<file path="src/psg_pkg.sv">
package psg_pkg;

    // Datapath widths
    localparam int TONE_W   = 12;
    localparam int NOISE_W  = 5;
    localparam int ENV_W    = 16;
    localparam int LEVEL_W  = 10;

    // Clocks per sound tick
    localparam int TICK_DIV = 128;

    // Register map as seen through the byte bus
    typedef enum logic [3:0] {
        REG_A_FINE     = 4'h0,
        REG_A_COARSE   = 4'h1,
        REG_B_FINE     = 4'h2,
        REG_B_COARSE   = 4'h3,
        REG_C_FINE     = 4'h4,
        REG_C_COARSE   = 4'h5,
        REG_NOISE      = 4'h6,
        REG_ENABLE     = 4'h7,
        REG_A_VOL      = 4'h8,
        REG_B_VOL      = 4'h9,
        REG_C_VOL      = 4'hA,
        REG_ENV_FINE   = 4'hB,
        REG_ENV_COARSE = 4'hC,
        REG_ENV_SHAPE  = 4'hD,
        REG_PORT_A     = 4'hE,
        REG_PORT_B     = 4'hF
    } psg_reg_e;

    typedef enum logic {
        ENV_RUN  = 1'b0,
        ENV_STOP = 1'b1
    } env_state_e;

    // Roughly 3 dB per volume step, full scale at index 15
    localparam logic [LEVEL_W-1:0] LEVEL_TABLE [16] = '{
        10'd0,   10'd6,   10'd9,   10'd13,  10'd19,  10'd27,  10'd39,  10'd56,
        10'd80,  10'd116, 10'd166, 10'd239, 10'd344, 10'd495, 10'd712, 10'd1023
    };

endpackage

</file>
<file path="src/psg.sv">
`timescale 1ns/100ps

module psg (
    input  logic                        clk,
    input  logic                        reset,

    input  logic                        a0,
    input  logic                        wren,
    input  logic [7:0]                  wrdata,
    output logic [7:0]                  rddata,

    input  logic [7:0]                  ioa_in_data,
    output logic [7:0]                  ioa_out_data,
    output logic                        ioa_oe,

    input  logic [7:0]                  iob_in_data,
    output logic [7:0]                  iob_out_data,
    output logic                        iob_oe,

    output logic [psg_pkg::LEVEL_W-1:0] ch_a,
    output logic [psg_pkg::LEVEL_W-1:0] ch_b,
    output logic [psg_pkg::LEVEL_W-1:0] ch_c
);
    import psg_pkg::*;

    logic [TONE_W-1:0]  a_period;
    logic [TONE_W-1:0]  b_period;
    logic [TONE_W-1:0]  c_period;
    logic [NOISE_W-1:0] noise_period;
    logic [2:0]         tone_n;
    logic [2:0]         noise_n;
    logic [4:0]         a_volume;
    logic [4:0]         b_volume;
    logic [4:0]         c_volume;
    logic [ENV_W-1:0]   env_period;
    logic               env_continue;
    logic               env_attack;
    logic               env_alternate;
    logic               env_hold;
    logic               shape_wr;
    logic               tick;
    logic [2:0]         tone;
    logic               noise;
    logic [3:0]         env_level;

    //////////////////////////////
    // Bus side
    //////////////////////////////
    psg_regs regs_i (
        .clk, .reset, .a0, .wren, .wrdata, .rddata,
        .ioa_in_data, .ioa_out_data, .ioa_oe,
        .iob_in_data, .iob_out_data, .iob_oe,
        .a_period, .b_period, .c_period, .noise_period,
        .tone_n, .noise_n, .a_volume, .b_volume, .c_volume,
        .env_period, .env_continue, .env_attack, .env_alternate, .env_hold,
        .shape_wr
    );

    //////////////////////////////
    // Sound generators
    //////////////////////////////
    psg_tone tone_i (
        .clk, .reset, .a_period, .b_period, .c_period, .tick, .tone
    );

    psg_noise noise_i (
        .clk, .reset, .tick, .noise_period, .noise
    );

    psg_envelope envelope_i (
        .clk, .reset, .tick, .env_period,
        .env_continue, .env_attack, .env_alternate, .env_hold,
        .shape_wr, .env_level
    );

    psg_mixer mixer_i (
        .clk, .reset, .tick, .tone, .noise, .tone_n, .noise_n,
        .a_volume, .b_volume, .c_volume, .env_level,
        .ch_a, .ch_b, .ch_c
    );

endmodule

</file>
<file path="src/psg_envelope.sv">
`timescale 1ns/100ps

module psg_envelope (
    input  logic                      clk,
    input  logic                      reset,
    input  logic                      tick,
    input  logic [psg_pkg::ENV_W-1:0] env_period,
    input  logic                      env_continue,
    input  logic                      env_attack,
    input  logic                      env_alternate,
    input  logic                      env_hold,
    input  logic                      shape_wr,
    output logic [3:0]                env_level
);
    import psg_pkg::*;

    logic [ENV_W:0] period_cnt;
    logic           period_done;
    logic           step;
    logic [3:0]     cnt;
    logic [3:0]     cnt_next;
    logic           count_up;
    logic           up_next;
    logic           restart_pending;
    env_state_e     state;
    env_state_e     state_next;

    // Step interval is twice the programmed period
    assign period_done = period_cnt >= {env_period, 1'b0};
    assign step        = tick && period_done;

    always_ff @(posedge clk) begin
        if (reset) begin
            period_cnt <= '0;
        end else if (tick) begin
            period_cnt <= period_done ? '0 : period_cnt + 1'b1;
        end
    end

    //////////////////////////////
    // Shape sequencing
    //////////////////////////////
    always_comb begin
        cnt_next   = cnt;
        up_next    = count_up;
        state_next = state;
        if (restart_pending) begin
            cnt_next   = 4'd15;
            up_next    = env_attack;
            state_next = ENV_RUN;
        end else if (state == ENV_RUN) begin
            cnt_next = cnt - 4'd1;
            // End of a ramp
            if (cnt == 4'd0) begin
                if (!env_continue || env_hold) begin
                    cnt_next   = 4'd0;
                    state_next = ENV_STOP;
                end
                if ((env_continue && env_alternate) || (!env_continue && env_attack)) begin
                    up_next = !count_up;
                end
            end
        end
    end

    always_ff @(posedge clk) begin
        if (reset) begin
            cnt             <= 4'd0;
            count_up        <= 1'b0;
            state           <= ENV_RUN;
            env_level       <= 4'd0;
            restart_pending <= 1'b0;
        end else begin
            if (step) begin
                cnt             <= cnt_next;
                count_up        <= up_next;
                state           <= state_next;
                env_level       <= up_next ? ~cnt_next : cnt_next;
                restart_pending <= 1'b0;
            end
            // A shape write in the same cycle as a step stays pending
            if (shape_wr) begin
                restart_pending <= 1'b1;
            end
        end
    end

    a_stop_holds: assert property (@(posedge clk) disable iff (reset)
        (state == ENV_STOP && !restart_pending) |=> $stable(env_level))
        else $error("envelope level moved while stopped");

endmodule

</file>
<file path="src/psg_mixer.sv">
`timescale 1ns/100ps

module psg_mixer (
    input  logic                        clk,
    input  logic                        reset,
    input  logic                        tick,
    input  logic [2:0]                  tone,
    input  logic                        noise,
    input  logic [2:0]                  tone_n,
    input  logic [2:0]                  noise_n,
    input  logic [4:0]                  a_volume,
    input  logic [4:0]                  b_volume,
    input  logic [4:0]                  c_volume,
    input  logic [3:0]                  env_level,
    output logic [psg_pkg::LEVEL_W-1:0] ch_a,
    output logic [psg_pkg::LEVEL_W-1:0] ch_b,
    output logic [psg_pkg::LEVEL_W-1:0] ch_c
);
    import psg_pkg::*;

    logic [2:0]              chan_on;
    logic [2:0][4:0]         volume;
    logic [2:0][3:0]         index;
    logic [2:0][LEVEL_W-1:0] level_q;

    // A disabled source counts as always high
    assign chan_on = (tone | tone_n) & ({3{noise}} | noise_n);
    assign volume  = {c_volume, b_volume, a_volume};

    always_comb begin
        for (int i = 0; i < 3; i++) begin
            if (!chan_on[i]) begin
                index[i] = 4'd0;
            end else if (volume[i][4]) begin
                index[i] = env_level;
            end else begin
                index[i] = volume[i][3:0];
            end
        end
    end

    // Log level lookup, sampled once per tick
    always_ff @(posedge clk) begin
        if (reset) begin
            level_q <= '0;
        end else if (tick) begin
            for (int i = 0; i < 3; i++) begin
                level_q[i] <= LEVEL_TABLE[index[i]];
            end
        end
    end

    assign ch_a = level_q[0];
    assign ch_b = level_q[1];
    assign ch_c = level_q[2];

endmodule

</file>
<file path="src/psg_noise.sv">
`timescale 1ns/100ps

module psg_noise (
    input  logic                        clk,
    input  logic                        reset,
    input  logic                        tick,
    input  logic [psg_pkg::NOISE_W-1:0] noise_period,
    output logic                        noise
);
    import psg_pkg::*;

    logic [NOISE_W-1:0] count;
    logic               prescale;
    logic [16:0]        lfsr;

    assign noise = lfsr[0];

    always_ff @(posedge clk) begin
        if (reset) begin
            count    <= '0;
            prescale <= 1'b0;
            lfsr     <= 17'd1;
        end else if (tick) begin
            if (count >= noise_period) begin
                count    <= '0;
                prescale <= !prescale;
                // Shift only on every second wrap
                if (prescale) begin
                    lfsr <= {lfsr[0] ^ lfsr[3], lfsr[16:1]};
                end
            end else begin
                count <= count + 1'b1;
            end
        end
    end

    a_lfsr_live: assert property (@(posedge clk) disable iff (reset)
        lfsr != '0)
        else $error("noise LFSR locked at zero");

endmodule

</file>
<file path="src/psg_regs.sv">
`timescale 1ns/100ps

module psg_regs (
    input  logic                        clk,
    input  logic                        reset,

    input  logic                        a0,
    input  logic                        wren,
    input  logic [7:0]                  wrdata,
    output logic [7:0]                  rddata,

    input  logic [7:0]                  ioa_in_data,
    output logic [7:0]                  ioa_out_data,
    output logic                        ioa_oe,
    input  logic [7:0]                  iob_in_data,
    output logic [7:0]                  iob_out_data,
    output logic                        iob_oe,

    output logic [psg_pkg::TONE_W-1:0]  a_period,
    output logic [psg_pkg::TONE_W-1:0]  b_period,
    output logic [psg_pkg::TONE_W-1:0]  c_period,
    output logic [psg_pkg::NOISE_W-1:0] noise_period,
    output logic [2:0]                  tone_n,
    output logic [2:0]                  noise_n,
    output logic [4:0]                  a_volume,
    output logic [4:0]                  b_volume,
    output logic [4:0]                  c_volume,

    output logic [psg_pkg::ENV_W-1:0]   env_period,
    output logic                        env_continue,
    output logic                        env_attack,
    output logic                        env_alternate,
    output logic                        env_hold,
    output logic                        shape_wr
);
    import psg_pkg::*;

    psg_reg_e reg_addr;
    logic     data_wr;

    assign data_wr  = wren && !a0;
    assign shape_wr = data_wr && (reg_addr == REG_ENV_SHAPE);

    // Address phase
    always_ff @(posedge clk) begin
        if (reset) begin
            reg_addr <= REG_A_FINE;
        end else if (wren && a0) begin
            reg_addr <= psg_reg_e'(wrdata[3:0]);
        end
    end

    //////////////////////////////
    // Register file
    //////////////////////////////
    always_ff @(posedge clk) begin
        if (reset) begin
            a_period      <= '0;
            b_period      <= '0;
            c_period      <= '0;
            noise_period  <= '0;
            tone_n        <= 3'b111;
            noise_n       <= 3'b111;
            ioa_oe        <= 1'b0;
            iob_oe        <= 1'b0;
            a_volume      <= '0;
            b_volume      <= '0;
            c_volume      <= '0;
            env_period    <= '0;
            env_continue  <= 1'b0;
            env_attack    <= 1'b0;
            env_alternate <= 1'b0;
            env_hold      <= 1'b0;
            ioa_out_data  <= '0;
            iob_out_data  <= '0;
        end else if (data_wr) begin
            case (reg_addr)
                REG_A_FINE:     a_period[7:0]         <= wrdata;
                REG_A_COARSE:   a_period[TONE_W-1:8]  <= wrdata[TONE_W-9:0];
                REG_B_FINE:     b_period[7:0]         <= wrdata;
                REG_B_COARSE:   b_period[TONE_W-1:8]  <= wrdata[TONE_W-9:0];
                REG_C_FINE:     c_period[7:0]         <= wrdata;
                REG_C_COARSE:   c_period[TONE_W-1:8]  <= wrdata[TONE_W-9:0];
                REG_NOISE:      noise_period          <= wrdata[NOISE_W-1:0];
                // Enables are active low, port directions high for output
                REG_ENABLE:     {iob_oe, ioa_oe, noise_n, tone_n} <= wrdata;
                REG_A_VOL:      a_volume              <= wrdata[4:0];
                REG_B_VOL:      b_volume              <= wrdata[4:0];
                REG_C_VOL:      c_volume              <= wrdata[4:0];
                REG_ENV_FINE:   env_period[7:0]       <= wrdata;
                REG_ENV_COARSE: env_period[ENV_W-1:8] <= wrdata[ENV_W-9:0];
                REG_ENV_SHAPE: begin
                    {env_continue, env_attack, env_alternate, env_hold} <= wrdata[3:0];
                end
                REG_PORT_A:     ioa_out_data          <= wrdata;
                REG_PORT_B:     iob_out_data          <= wrdata;
                default: ;
            endcase
        end
    end

    //////////////////////////////
    // Readback
    //////////////////////////////
    always_comb begin
        case (reg_addr)
            REG_A_FINE:     rddata = a_period[7:0];
            REG_A_COARSE:   rddata = 8'(a_period[TONE_W-1:8]);
            REG_B_FINE:     rddata = b_period[7:0];
            REG_B_COARSE:   rddata = 8'(b_period[TONE_W-1:8]);
            REG_C_FINE:     rddata = c_period[7:0];
            REG_C_COARSE:   rddata = 8'(c_period[TONE_W-1:8]);
            REG_NOISE:      rddata = 8'(noise_period);
            REG_ENABLE:     rddata = {iob_oe, ioa_oe, noise_n, tone_n};
            REG_A_VOL:      rddata = 8'(a_volume);
            REG_B_VOL:      rddata = 8'(b_volume);
            REG_C_VOL:      rddata = 8'(c_volume);
            REG_ENV_FINE:   rddata = env_period[7:0];
            REG_ENV_COARSE: rddata = 8'(env_period[ENV_W-1:8]);
            REG_ENV_SHAPE:  rddata = {4'b0, env_continue, env_attack, env_alternate, env_hold};
            // Ports read the pins unless driven
            REG_PORT_A:     rddata = ioa_oe ? ioa_out_data : ioa_in_data;
            REG_PORT_B:     rddata = iob_oe ? iob_out_data : iob_in_data;
            default:        rddata = 8'h00;
        endcase
    end

    a_wrdata_known: assert property (@(posedge clk) disable iff (reset)
        wren |-> !$isunknown(wrdata))
        else $error("wrdata unknown during a bus write");

endmodule

</file>
<file path="src/psg_tone.sv">
`timescale 1ns/100ps

module psg_tone (
    input  logic                       clk,
    input  logic                       reset,
    input  logic [psg_pkg::TONE_W-1:0] a_period,
    input  logic [psg_pkg::TONE_W-1:0] b_period,
    input  logic [psg_pkg::TONE_W-1:0] c_period,
    output logic                       tick,
    output logic [2:0]                 tone
);
    import psg_pkg::*;

    localparam int DIV_W = $clog2(TICK_DIV);

    logic [DIV_W-1:0]       div;
    logic [2:0][TONE_W-1:0] period;
    logic [2:0][TONE_W-1:0] count;

    assign period = {c_period, b_period, a_period};
    assign tick   = (div == '0);

    always_ff @(posedge clk) begin
        if (reset) begin
            div   <= '0;
            count <= '0;
            tone  <= '0;
        end else begin
            div <= (div == DIV_W'(TICK_DIV - 1)) ? '0 : div + 1'b1;
            if (tick) begin
                // Period counts 0..P so each half wave lasts P+1 ticks
                for (int i = 0; i < 3; i++) begin
                    if (count[i] >= period[i]) begin
                        count[i] <= '0;
                        tone[i]  <= !tone[i];
                    end else begin
                        count[i] <= count[i] + 1'b1;
                    end
                end
            end
        end
    end

    a_tick_single: assert property (@(posedge clk) disable iff (reset)
        tick |=> !tick)
        else $error("tick high on consecutive clocks");

endmodule

</file>
<file path="config.mk">
export PLATFORM = sky130hd
export DESIGN_NAME = psg
export DESIGN_NICKNAME = d
export VERILOG_FILES = /design/src/psg_pkg.sv /design/src/psg.sv /design/src/psg_envelope.sv /design/src/psg_mixer.sv /design/src/psg_noise.sv /design/src/psg_regs.sv /design/src/psg_tone.sv
export SDC_FILE = /design/constraint.sdc
export NUM_CORES = 1
export LEC_CHECK = 0
export BUFFER_PORTS_ARGS = -buffer_cell sky130_fd_sc_hd__buf_2
export CAP_MARGIN = 5
export CORE_ASPECT_RATIO = 0.75
export CORE_MARGIN = 10
export CORE_UTILIZATION = 35
export DETAILED_ROUTE_END_ITERATION = 7
export MAX_ROUTING_LAYER = met4
export SETUP_SLACK_MARGIN = 0.5
export SLEW_MARGIN = 20
export SYNTH_ARGS = -nofsm -noshare
export SYNTH_HDL_FRONTEND = slang
export SYNTH_SLANG_ARGS = --single-unit
</file>
<file path="constraint.sdc">
create_clock -name clk -period 6.32 [get_ports clk]
set_input_delay 0.316 -clock clk [delete_from_list [all_inputs] [get_ports clk]]
set_output_delay 0.316 -clock clk [all_outputs]
set_load 0.005 [all_outputs]
</file>
==> qor.csv <==
stage,metric,value,unit
final_layout,drive_above_1_share,10.86,%
sta,slew_viol_final,0,
sta,hold_viol,0,
power,p_leak,5.383,nW
clock_network,clock_latency,0.55,ns
detailed_routing,post-route-drc-count,0,
detailed_routing,ant_nets,0,
sta,setup_tns,0,ns
sta,maxSlewHeadroom,31.91,%
power,power_frac_comb,11.6,%
global_route,grt_max_degree,92,
yosys,synth_edf_count,0,
yosys,synth_area,12370,um2
yosys,synthFlopType,dfxtp_1,
clock_network,root_buffer,clkbuf_16,
floorplan,pin_count,84,
final_layout,design_area,13980,um2
setup_path,ff2ff_path_depth,8,
sta,period_needed,3.458,ns
detailed_routing,totalWireLength,37.97,mm
power,p_seq_share,43.1,%
detailed_routing,vias,11031,
sta,rsz0062_at_grt,false,
setup_path,crit_slowest_cell,dfxtp_1,
setup_path,cp.required,6.00,ns
yosys,synth.distinct_cells,64,
run_status,outcome,"complete, no violations",
sta,worstMarginPinSlew,1.014,ns
setup_path,path_max_fanout,29,
global_route,grt.overflow.total,0,
clock_network,numCtsBuffers,25,
yosys,syn_inst,1538,
power,pwr-share-clk,45.3,%
placed_design,io_buffers,83,
placed_design,place.gp.congestion,0.9716,
clock_network,ctsResizeCount,0,
sta,whs,0.1124,ns
placed_design,dpl_worst_slack,3.164,ns
detailed_routing,first_iter_violations,1224,
sta,fin_ws,2.862,ns
yosys,synth_area_per_cell,8.045,um2
final_layout,nets,1671,
floorplan,coreArea,34770,um2
final_layout,mostFrequentLayoutCell,dfxtp_1,
yosys,async_reset_ff_share,0,%
setup_path,criticalPathCategory,reg -> out,
yosys,yosys_warnings,0,
floorplan,dieHeight,182.8,um
placed_design,postPlaceCellArea,13050,um2
hold_path,min_path_cells,3,
yosys,syn_nets,1644,
power,vdd_drop_max,0.1972,mV
hold_path,hold_class,in -> reg,
sta,max_freq,0.2892,GHz
setup_path,arrival,3.14,ns
setup_path,max_stage_delay,0.92,ns
clock_network,cts_hold_buf,0,
final_layout,antenna_cells,0,
placed_design,place_hpwl,27.35,mm
floorplan,die_area,43350,um2
final_layout,area_delta_synth_final,12.97,%
clock_network,clk_pin_slew,0.07,ns
clock_network,clock-sinks,231,
clock_network,cts.htree.levels,1,
clock_network,cts_setup_buffers,0,
sta,finalSetupViolations,0,
floorplan,die_w,237.1,um
sta,fin_crit_sh,54.72,%
clock_network,cts_tree,built,
power,power_density,259.5,nW/um2
detailed_routing,viasPerCell,5.405,
global_route,grt_antenna_before_repair,0,
floorplan,start_util,35.59,%
floorplan,rows,59,
setup_path,endpoint_kind,output pin,
power,switching_share,26.90,%
global_route,gr-usage-all-layers,17.24,%
setup_path,path_cells,and2_1 -> nand3_1 -> o22ai_1 -> a21oi_1 -> a31oi_1 -> buf_2,
power,p_int,2.651,mW
detailed_routing,firstDrtPassIters,6,
sta,skew,0.01344,ns
flow_run,cap_violations,0,
setup_path,critPathLaunchType,register,
global_route,grt_pass1_wl,59.71,mm
detailed_routing,wl_per_cell,18.60,um
power,p_sw,975.8,uW
clock_network,clockBufferDepth,3,
yosys,seq_area_frac_synth,37.37,%
final_layout,final_cell_mix,"dfxtp_1, nand2_1, a21oi_1",
global_route,grt_pass1_vias,10312,
yosys,ys_seq_elements,231,
-- per-stage QoR --
| stage | power, mW | std cells | utilization [%] |
|---|---|---|---|
| after floorplan | 1.873 | 1538 | - |
| after global placement | 2.002 | 1995 | 37.52 |
| after detailed placement | 2.007 | 1995 | 37.52 |
| after CTS | 3.645 | 2041 | 40.18 |
| after global routing | 3.761 | 2041 | 40.20 |
| final | 3.627 | 2041 | 40.20 |
-- metal layers --
metal | track usage, % | vias up | part of all wire [%]
li1 | - | 5411 | -
met1 | 24.09 | 5202 | 48
met2 | 25.17 | 361 | 43
met3 | 3.510 | 57 | 7.5
met4 | 3.432 | 0 | 1.7
met5 | - | - | 0
-- synth_stat cells (13+ instances only) --
cell type | count | area share, %
inv_1 | 77 | 2.3
o21ai_0 | 48 | 1.9
nand2b_1 | 13 | 0.66
nor2b_1 | 19 | 0.96
clkbuf_1 | 60 | 1.8
mux2_2 | 16 | 1.5
o22ai_1 | 14 | 0.71
nand4_1 | 20 | 1.0
nor2_1 | 145 | 4.4
dfxtp_1 | 231 | 37
o21ai_1 | 16 | 0.65
xor2_1 | 41 | 2.9
buf_2 | 16 | 0.65
mux2i_1 | 60 | 4.9
a21o_1 | 18 | 1.1
xnor2_1 | 20 | 1.4
nand3_1 | 95 | 3.8
ha_1 | 78 | 7.9
nor3_1 | 35 | 1.4
a21oi_1 | 153 | 6.2
nand2_1 | 213 | 6.5
-- flip-flops by register name (all words and copies together), names as in the netlist, 10 cells and up --
signal and flops:
envelope_i.period_cnt 17, mixer_i.ch_a 10, mixer_i.ch_b 10, mixer_i.ch_c 10
noise_i.lfsr 17, regs_i.a_period 12, regs_i.b_period 12, regs_i.c_period 12
regs_i.env_period 16, tone_i.count 36
-- critical path: cells and delay by family (launching register included) --
kind | cells | cell delay (ns)
flip-flops | 1 | 0.92
buffers and inverters | 1 | 0.20
AO/OA/AOI/OAI | 3 | 0.76
AND/OR/NAND/NOR | 2 | 0.72
-- cells by family (layout without fill, tap and decap cells) --
group	count (synthesis)	count (layout)	synth area share, %
mux	76	76	6.310
buf+inv	170	216	5.562
fa+ha+maj	78	78	7.888
compound gates	334	334	16.77
flops	231	231	37.37
xor+xnor	61	61	4.318
simple gates	588	588	21.78
-- cell type report --
cell class,count,area (um2)
Clock inverter,13,210.2
Clock buffer,33,715.7
Sequential cell,231,4624
Multi-Input combinational cell,1137,7071
Tap cell,457,571.8
Inverter,77,289.0
Timing Repair Buffer,93,496.7
Fill cell,3484,20790
-- worst paths after layout --
check	end	slack, ns	start
max reg2reg	tone_i.count[19]$_SDFFE_PP0P_	3.21	tone_i.div[0]$_SDFF_PP0_
max	rddata[5]	2.86	regs_i.reg_addr[1]$_SDFFE_PP0P_
min reg2reg	regs_i.c_period[8]$_SDFFE_PP0P_	0.45	regs_i.c_period[8]$_SDFFE_PP0P_
min	regs_i.reg_addr[1]$_SDFFE_PP0P_	0.11	a0
-- power by group through the flow --
| stage | Clock (mW) | Combinational [mW] | Sequential (mW) |
|---|---|---|---|
| after detailed placement | 0 | 0.415 | 1.59 |
| after global routing | 1.73 | 0.463 | 1.57 |
| after CTS | 1.67 | 0.419 | 1.56 |
| final | 1.64 | 0.421 | 1.56 |
| after global placement | 0 | 0.411 | 1.59 |
| after floorplan | 0 | 0.316 | 1.56 |
(Power assumes the default switching activity.)
